<file path="src/dispatch_pkg.sv">
package dispatch_pkg;

  localparam int INSN_BITS    = 32;
  localparam int GPR_IDX_BITS = 5;
  localparam int IMM_BITS     = 64;
  localparam int LINK_REG     = 30;

  // One value per supported instruction, plus the error class.
  typedef enum logic [5:0] {
    OP_LDUR, OP_STUR, OP_LDP, OP_STP,
    OP_MOVK, OP_MOVZ, OP_ADR, OP_ADRP,
    OP_ADD, OP_ADDS, OP_SUB, OP_SUBS,
    OP_AND, OP_ANDS, OP_ORR, OP_ORN, OP_EOR,
    OP_UBFM, OP_SBFM,
    OP_CSEL, OP_CSINC, OP_CSINV, OP_CSNEG,
    OP_B, OP_B_COND, OP_BL, OP_BLR, OP_BR, OP_RET, OP_CBZ, OP_CBNZ,
    OP_NOP, OP_HLT,
    OP_ERR
  } opcode_t;

  typedef enum logic [3:0] {
    ALU_OP_PLUS, ALU_OP_MINUS, ALU_OP_AND, ALU_OP_OR, ALU_OP_ORN, ALU_OP_EOR,
    ALU_OP_UBFM, ALU_OP_SBFM, ALU_OP_MOV,
    ALU_OP_CSEL, ALU_OP_CSINC, ALU_OP_CSINV, ALU_OP_CSNEG
  } alu_op_t;

  typedef enum logic {
    FU_ALU,
    FU_LS
  } fu_t;

  // AArch64 condition codes in encoding order.
  typedef enum logic [3:0] {
    COND_EQ, COND_NE, COND_CS, COND_CC, COND_MI, COND_PL, COND_VS, COND_VC,
    COND_HI, COND_LS, COND_GE, COND_LT, COND_GT, COND_LE, COND_AL, COND_NV
  } cond_t;

  // Register-format view of the instruction word.
  typedef struct packed {
    logic [10:0]             opc_hi;
    logic [GPR_IDX_BITS-1:0] rm;
    logic [3:0]              cond;
    logic [1:0]              op2;
    logic [GPR_IDX_BITS-1:0] rn;
    logic [GPR_IDX_BITS-1:0] rd;
  } insn_reg_t;

  // Immediate-format view. The imm12, imm9 and imm16 fields overlap immhi.
  typedef struct packed {
    logic                    sf;
    logic [1:0]              immlo;
    logic [4:0]              op_mid;
    logic [18:0]             immhi;
    logic [GPR_IDX_BITS-1:0] rd;
  } insn_imm_t;

  typedef union packed {
    insn_reg_t r;
    insn_imm_t i;
  } insn_u;

  // Micro-op bundle handed to the register file and ROB.
  typedef struct packed {
    logic                    illegal;
    logic                    set_nzcv;
    logic                    uses_nzcv;
    logic                    use_imm;
    logic [IMM_BITS-1:0]     imm;
    logic [GPR_IDX_BITS-1:0] src1;
    logic [GPR_IDX_BITS-1:0] src2;
    logic [GPR_IDX_BITS-1:0] dst;
    fu_t                     fu_id;
    alu_op_t                 alu_op;
    cond_t                   cond;
  } dispatch_uop_t;

endpackage

</file>
<file path="src/dispatch_ctrl.sv">
`timescale 1ns/100ps

module dispatch_ctrl import dispatch_pkg::*; (
  input  logic                 in_clk,
  input  logic                 rst_n,
  input  logic                 in_stall,
  input  logic                 in_fetch_done,
  input  logic [INSN_BITS-1:0] in_fetch_insn,
  output logic                 done,
  output insn_u                insn_q,
  output opcode_t              opcode
);

  // Stall freezes both the done flag and the instruction register.
  always_ff @(posedge in_clk or negedge rst_n) begin
    if (!rst_n) begin
      done   <= 1'b0;
      insn_q <= '0;
    end else if (!in_stall) begin
      done <= in_fetch_done;
      if (in_fetch_done) begin
        insn_q <= in_fetch_insn;
      end
    end
  end

  // Opcode class from the registered word. First match wins.
  always_comb begin
    casez (insn_q)
      // Loads and stores.
      32'b1111_1000_010?_????_????_00??_????_????: opcode = OP_LDUR;
      32'b1111_1000_000?_????_????_00??_????_????: opcode = OP_STUR;
      32'b1010_1000_11??_????_????_????_????_????: opcode = OP_LDP;
      32'b1010_1001_00??_????_????_????_????_????: opcode = OP_STP;
      // Wide moves and PC-relative addresses.
      32'b1111_0010_1???_????_????_????_????_????: opcode = OP_MOVK;
      32'b1101_0010_1???_????_????_????_????_????: opcode = OP_MOVZ;
      32'b0??1_0000_????_????_????_????_????_????: opcode = OP_ADR;
      32'b1??1_0000_????_????_????_????_????_????: opcode = OP_ADRP;
      // Conditional selects, bits 11:10 pick the variant.
      32'b1001_1010_100?_????_????_01??_????_????: opcode = OP_CSINC;
      32'b1101_1010_100?_????_????_00??_????_????: opcode = OP_CSINV;
      32'b1101_1010_100?_????_????_01??_????_????: opcode = OP_CSNEG;
      32'b1001_1010_100?_????_????_00??_????_????: opcode = OP_CSEL;
      // Arithmetic and logic.
      32'b1001_0001_0???_????_????_????_????_????: opcode = OP_ADD;
      32'b1010_1011_000?_????_????_????_????_????: opcode = OP_ADDS;
      32'b1101_0001_0???_????_????_????_????_????: opcode = OP_SUB;
      32'b1110_1011_000?_????_????_????_????_????: opcode = OP_SUBS;
      32'b1010_1010_001?_????_????_????_????_????: opcode = OP_ORN;
      32'b1010_1010_000?_????_????_????_????_????: opcode = OP_ORR;
      32'b1100_1010_000?_????_????_????_????_????: opcode = OP_EOR;
      32'b1001_0010_00??_????_????_????_????_????: opcode = OP_AND;
      32'b1110_1010_000?_????_????_????_????_????: opcode = OP_ANDS;
      // Bitfield moves.
      32'b1101_0011_01??_????_????_????_????_????: opcode = OP_UBFM;
      32'b1001_0011_01??_????_????_????_????_????: opcode = OP_SBFM;
      // Branches.
      32'b0001_01??_????_????_????_????_????_????: opcode = OP_B;
      32'b0101_0100_????_????_????_????_???0_????: opcode = OP_B_COND;
      32'b1001_01??_????_????_????_????_????_????: opcode = OP_BL;
      32'b1101_0110_0011_1111_0000_00??_???0_0000: opcode = OP_BLR;
      32'b1101_0110_0001_1111_0000_00??_???0_0000: opcode = OP_BR;
      32'b1101_0110_0101_1111_0000_00??_???0_0000: opcode = OP_RET;
      32'b1011_0101_????_????_????_????_????_????: opcode = OP_CBNZ;
      32'b1011_0100_????_????_????_????_????_????: opcode = OP_CBZ;
      // System.
      32'b1101_0101_0000_0011_0010_0000_0001_1111: opcode = OP_NOP;
      32'b1101_0100_010?_????_????_????_???0_0000: opcode = OP_HLT;
      default:                                     opcode = OP_ERR;
    endcase
  end

endmodule

</file>
<file path="src/imm_extract.sv">
`timescale 1ns/100ps

module imm_extract import dispatch_pkg::*; (
  input  insn_u               insn_q,
  input  opcode_t             opcode,
  output logic [IMM_BITS-1:0] imm,
  output logic                use_imm
);

  logic [8:0]  imm9;
  logic [11:0] imm12;
  logic [15:0] imm16;

  // Narrow fields sit inside immhi, which spans word bits 23:5.
  assign imm9  = insn_q.i.immhi[15:7];
  assign imm12 = insn_q.i.immhi[16:5];
  assign imm16 = insn_q.i.immhi[15:0];

  always_comb begin
    case (opcode)
      OP_LDUR, OP_STUR:                 imm = IMM_BITS'(imm9);
      OP_ADD, OP_SUB, OP_UBFM, OP_SBFM: imm = IMM_BITS'(imm12);
      OP_MOVK, OP_MOVZ:                 imm = IMM_BITS'(imm16);
      // Page offset, low twelve bits are zero.
      OP_ADRP: imm = IMM_BITS'({insn_q.i.immhi, insn_q.i.immlo, 12'h000});
      default: imm = '0;
    endcase
  end

  always_comb begin
    case (opcode)
      OP_LDUR, OP_STUR, OP_LDP, OP_STP,
      OP_MOVK, OP_MOVZ, OP_ADR, OP_ADRP,
      OP_ADD, OP_SUB, OP_AND, OP_UBFM, OP_SBFM,
      OP_B, OP_B_COND, OP_BL, OP_BR, OP_BLR: use_imm = 1'b1;
      default:                               use_imm = 1'b0;
    endcase
  end

endmodule

</file>
<file path="src/reg_extract.sv">
`timescale 1ns/100ps

module reg_extract import dispatch_pkg::*; (
  input  insn_u                   insn_q,
  input  opcode_t                 opcode,
  output logic [GPR_IDX_BITS-1:0] src1,
  output logic [GPR_IDX_BITS-1:0] src2,
  output logic [GPR_IDX_BITS-1:0] dst
);

  // First source. Compare-and-branch tests the register in the rd slot.
  always_comb begin
    case (opcode)
      OP_CBZ, OP_CBNZ: src1 = insn_q.r.rd;
      OP_MOVK, OP_MOVZ, OP_ADR, OP_ADRP,
      OP_B, OP_B_COND, OP_BL,
      OP_NOP, OP_HLT, OP_ERR: src1 = '0;
      default:                src1 = insn_q.r.rn;
    endcase
  end

  // Second source. Store data also comes from the rd slot.
  always_comb begin
    case (opcode)
      OP_STUR: src2 = insn_q.r.rd;
      OP_ADDS, OP_SUBS, OP_ANDS, OP_ORR, OP_ORN, OP_EOR,
      OP_CSEL, OP_CSINC, OP_CSINV, OP_CSNEG: src2 = insn_q.r.rm;
      default:                               src2 = '0;
    endcase
  end

  // Destination. Branch-with-link writes the return address to x30.
  always_comb begin
    case (opcode)
      OP_BL, OP_BLR: dst = GPR_IDX_BITS'(LINK_REG);
      OP_STUR, OP_STP,
      OP_B, OP_B_COND, OP_BR, OP_RET, OP_CBZ, OP_CBNZ,
      OP_NOP, OP_HLT, OP_ERR: dst = '0;
      default:                dst = insn_q.r.rd;
    endcase
  end

endmodule

</file>
<file path="src/uop_classify.sv">
`timescale 1ns/100ps

module uop_classify import dispatch_pkg::*; (
  input  insn_u   insn_q,
  input  opcode_t opcode,
  output alu_op_t alu_op,
  output fu_t     fu_id,
  output cond_t   cond,
  output logic    set_nzcv,
  output logic    uses_nzcv,
  output logic    illegal
);

  logic is_csel_family;

  assign is_csel_family = (opcode == OP_CSEL) || (opcode == OP_CSINC) ||
                          (opcode == OP_CSINV) || (opcode == OP_CSNEG);

  // Address generation for memory ops also goes through PLUS.
  always_comb begin
    case (opcode)
      OP_SUB, OP_SUBS:  alu_op = ALU_OP_MINUS;
      OP_AND, OP_ANDS:  alu_op = ALU_OP_AND;
      OP_ORR:           alu_op = ALU_OP_OR;
      OP_ORN:           alu_op = ALU_OP_ORN;
      OP_EOR:           alu_op = ALU_OP_EOR;
      OP_UBFM:          alu_op = ALU_OP_UBFM;
      OP_SBFM:          alu_op = ALU_OP_SBFM;
      OP_MOVK, OP_MOVZ: alu_op = ALU_OP_MOV;
      OP_CSEL:          alu_op = ALU_OP_CSEL;
      OP_CSINC:         alu_op = ALU_OP_CSINC;
      OP_CSINV:         alu_op = ALU_OP_CSINV;
      OP_CSNEG:         alu_op = ALU_OP_CSNEG;
      default:          alu_op = ALU_OP_PLUS;
    endcase
  end

  always_comb begin
    case (opcode)
      OP_LDUR, OP_STUR, OP_LDP, OP_STP: fu_id = FU_LS;
      default:                          fu_id = FU_ALU;
    endcase
  end

  // B.cond keeps its condition in bits 3:0, the selects in bits 15:12.
  always_comb begin
    if (opcode == OP_B_COND) begin
      cond = cond_t'(insn_q.r.rd[3:0]);
    end else if (is_csel_family) begin
      cond = cond_t'(insn_q.r.cond);
    end else begin
      cond = COND_EQ;
    end
  end

  assign set_nzcv  = (opcode == OP_ADDS) || (opcode == OP_SUBS) || (opcode == OP_ANDS);
  assign uses_nzcv = (opcode == OP_B_COND) || is_csel_family;
  assign illegal   = (opcode == OP_ERR);

endmodule

</file>
<file path="src/dispatch_stage.sv">
`timescale 1ns/100ps

module dispatch_stage import dispatch_pkg::*; (
  input  logic                 in_clk,
  input  logic                 rst_n,
  input  logic                 in_stall,
  input  logic                 in_fetch_done,
  input  logic [INSN_BITS-1:0] in_fetch_insn,
  output logic                 done,
  output dispatch_uop_t        uop
);

  insn_u   insn_q;
  opcode_t opcode;

  dispatch_ctrl i_ctrl (
    .in_clk        (in_clk),
    .rst_n         (rst_n),
    .in_stall      (in_stall),
    .in_fetch_done (in_fetch_done),
    .in_fetch_insn (in_fetch_insn),
    .done          (done),
    .insn_q        (insn_q),
    .opcode        (opcode)
  );

  // The datapaths below are purely combinational off the registered word.
  imm_extract i_imm (
    .insn_q  (insn_q),
    .opcode  (opcode),
    .imm     (uop.imm),
    .use_imm (uop.use_imm)
  );

  reg_extract i_reg (
    .insn_q (insn_q),
    .opcode (opcode),
    .src1   (uop.src1),
    .src2   (uop.src2),
    .dst    (uop.dst)
  );

  uop_classify i_cls (
    .insn_q    (insn_q),
    .opcode    (opcode),
    .alu_op    (uop.alu_op),
    .fu_id     (uop.fu_id),
    .cond      (uop.cond),
    .set_nzcv  (uop.set_nzcv),
    .uses_nzcv (uop.uses_nzcv),
    .illegal   (uop.illegal)
  );

endmodule

</file>
<file path="config.mk">
export PLATFORM = sky130hd
export DESIGN_NAME = dispatch_stage
export DESIGN_NICKNAME = d
export VERILOG_FILES = /design/src/dispatch_pkg.sv /design/src/dispatch_ctrl.sv /design/src/imm_extract.sv /design/src/reg_extract.sv /design/src/uop_classify.sv /design/src/dispatch_stage.sv
export SDC_FILE = /design/constraint.sdc
export NUM_CORES = 1
export LEC_CHECK = 0
export BUFFER_PORTS_ARGS = -buffer_cell sky130_fd_sc_hd__clkbuf_2
export CORE_MARGIN = 2
export CORE_UTILIZATION = 51
export CTS_CLUSTER_SIZE = 16
export DETAILED_ROUTE_END_ITERATION = 16
export GPL_TIMING_DRIVEN = 0
export PLACE_DENSITY = 0.85
export SYNTH_ARGS = -nofsm -noshare
export SYNTH_HDL_FRONTEND = slang
export SYNTH_SLANG_ARGS = --single-unit
export TNS_END_PERCENT = 100
</file>
<file path="constraint.sdc">
create_clock -name in_clk -period 6.61 [get_ports in_clk]
set_input_delay 1.322 -clock in_clk [delete_from_list [all_inputs] [get_ports in_clk]]
set_output_delay 1.322 -clock in_clk [all_outputs]
set_load 0.005 [all_outputs]
</file>
==> run_results.csv <==
group,metric,value,unit
timing,max_freq,162,MHz
timing,max_slew_margin,32.3,%
placed_design,place_ws,904,ps
clock_tree,cts-root-buf,"clkbuf_8",
cells_and_area,final_cell_mix,"clkbuf_2, buf_4, dfrtp_1, conb_1, mux2_2",
detailed_routing,wl_per_cell,18.5,um
setup_path,worst_ep_required_time,5290,ps
timing,rsz0062_at_grt,"no",
logic_synthesis,netlist_instances,390,
setup_path,critical_path_buf_inv_count,4,
clock_tree,cts_buffers,5,
global_route,track_usage,30.3,%
hold_path,hp-class,"flip-flop to flip-flop",
detailed_routing,dr_total_vias,3775,
floorplan,ioPinCount,129,
setup_path,worstReg2RegStart,"i_ctrl.insn_q[26]",
cells_and_area,fin_nets,566,
cells_and_area,fin_util,66.0,%
logic_synthesis,ys_seq_area_share,24.2,%
power,p_total,830,uW
timing,slew_viol_final,0,
power,ir_drop,0.155,mV
timing,final_hold_viol_count,0,
cells_and_area,n_antenna_cell,0,
setup_path,crit_type,"flip-flop to primary output",
timing,post-route-period-util,93.2,%
timing,timing.final.ws_setup,451,ps
detailed_routing,via_per_inst,6.27,
timing,finClkSkew,0,ps
placed_design,gp_congestion,0.952,
logic_synthesis,synthArstFlopShare,100,%
setup_path,crit_start,"i_ctrl.insn_q[25]",
logic_synthesis,syn_avg_cell_area,8.76,um2
setup_path,slowest_delay,810,ps
clock_tree,cts_buffer_depth,2,
setup_path,worst-path-max-fanout,10,
cells_and_area,area_growth,24.1,%
logic_synthesis,syn_area,3410,um2
timing,setup-violations-final,0,
clock_tree,clkLatencyLatePin,290,ps
detailed_routing,drtPass1Iterations,11,
job,drv_cap,0,
setup_path,arrival,4840,ps
detailed_routing,final_antenna_net_count,0,
floorplan,initial_core_util,53.2,%
logic_synthesis,synth_warnings,0,
floorplan,die_w,85.8,um
power,power_density,196,nW/um2
setup_path,r2r-end,"i_ctrl.insn_q[26]",
placed_design,dpl.cell_count,594,
floorplan,core_area,6420,um2
clock_tree,cts.reportedPaths.clkPinSlew,80,ps
setup_path,worst_setup_path_end_kind,"primary output",
clock_tree,ctsHtreeMaxLevel,2,
setup_path,r2r_slack,5360,ps
setup_path,path_cells,"clkbuf_1, nor4bb_1, o2111ai_1, o221ai_1, or4b_2, nor2_1, nand2_1, and2_1, inv_1, ha_1, clkbuf_1, nor2_1, o21ai_0, a311oi_4, a32o_1, clkbuf_2",
timing,worst_slew_pin_slew,1010,ps
clock_tree,cts_setup_buffers,0,
power,power.static_leakage,2.15,nW
run_status,status,"finished with violations",
setup_path,path_depth,16,
timing,tns,0,ps
logic_synthesis,synth-main-ff-cell,"dfrtp_1",
setup_path,endpoint,"uop[23]",
logic_synthesis,synth_edf_count,0,
logic_synthesis,synth.distinct_cells,73,
detailed_routing,drcViolationCount,8,
global_route,grt.overflow.total,0,
global_route,grt_pass1_wl,17800,um
placed_design,dp_hpwl,8320,um
setup_path,cp-start-kind,"flip-flop",
run_status,violations,"DRC",
global_route,grt_pass1_vias,3565,
global_route,grt_antenna_before_repair,0,
logic_synthesis,ys_seq_elements,33,
cells_and_area,final_common_cell,"clkbuf_2",
global_route,grt_max_degree,34,
detailed_routing,drt_iter0_drc,337,
detailed_routing,routed_wl,11100,um
clock_tree,clock_sinks,33,
placed_design,portBuffers,97,
clock_tree,tritoncts,"built",
clock_tree,cts_resized,0,
timing,fin_crit,6160,ps
clock_tree,cts_hold_buffers,0,
floorplan,die_height,85.8,um
setup_path,r2r_cells,3,
floorplan,rows,29,
setup_path,crit_slowest_cell,"nor4bb_1",
cells_and_area,layoutNonFillerInstCount,602,
setup_path,critical-path-top-delay-family,"simple AND/OR/NAND/NOR gates",
floorplan,die-area,7370,um2
cells_and_area,drive_gt1_share,38.5,%
hold_path,hold_start,"i_ctrl.done",
-- logic make-up after synthesis --
family                   after synthesis  synth area share, %
AND/OR/NAND/NOR                      155                 27.3
other                                  1                0.110
multiplexers                          31                 10.2
AO/OA/AOI/OAI                         95                 23.9
buffers and inverters                 69                 12.1
adder cells (fa/ha/maj)                6                 2.20
flip-flops                            33                 24.2
-- registers in the layout, summed over array words and instances, names as in the netlist --
signal,flops
i_ctrl.done,1
i_ctrl.insn_q,32
-- per-layer routing --
layer	wire (um)	up-vias	track usage, %	share of wire [%]
li1	-	1707	-	-
met1	4320	1758	39.2	39
met2	5390	282	51.3	48
met3	1140	28	3.75	10
met4	265	0	12.1	2.4
met5	0	-	0	0
-- where the power goes --
| group | internal [mW] | leakage (nW) | switching (mW) | total, mW |
|---|---|---|---|---|
| Sequential | 0.231 | 0.389 | 0.0539 | 0.285 |
| Combinational | 0.151 | 1.70 | 0.189 | 0.340 |
| Clock | 0.123 | 0.0574 | 0.0829 | 0.206 |
-- cells in the mapped netlist, types with 5 or more instances --
library cell / n / area (um2)
a21oi_1: 5 / 25.0
clkbuf_1: 15 / 56.3
or4_1: 6 / 45.0
o21ai_0: 12 / 60.1
nand2_1: 18 / 67.6
dfrtp_1: 33 / 826
buf_4: 36 / 270
and3_1: 18 / 113
nor2_1: 27 / 101
nor3_1: 11 / 55.1
a21o_1: 10 / 75.1
ha_1: 6 / 75.1
inv_1: 8 / 30.0
mux2_2: 29 / 327
nor4b_1: 5 / 43.8
a32o_1: 5 / 50.1
and2_1: 6 / 37.5
nand4_1: 8 / 50.1
a22o_1: 25 / 219
nand3_1: 10 / 50.1
-- how the worst min path moves through the flow --
stage	endpoint	slack [ps]	depth (start not counted)
2_1_floorplan	i_ctrl.done	480	1
3_3_place_gp	i_ctrl.done	470	1
3_5_place_dp	i_ctrl.done	490	1
4_1_cts	i_ctrl.done	510	1
5_1_grt	i_ctrl.done	510	1
6_report	i_ctrl.done	510	1
-- stage by stage --
stage / instance area [um2] / hold WS (ps)
after CTS: 4240 / 510
after floorplan: 3530 / 477
final: 4240 / 507
after global routing: 4240 / 514
after global placement: 4110 / 467
after detailed placement: 4120 / 492
-- layout make-up --
| class | count | area [um2] |
|---|---|---|
| buffer | 61 | 384 |
| clock buffer | 6 | 82.6 |
| clock inverter | 2 | 37.5 |
| fill | 552 | 2180 |
| inverter | 8 | 30.0 |
| multi-input combinational | 318 | 2300 |
| sequential | 33 | 826 |
| tap | 77 | 96.3 |
| timing repair buffer | 97 | 485 |
Power figures use the tool's default switching activity.
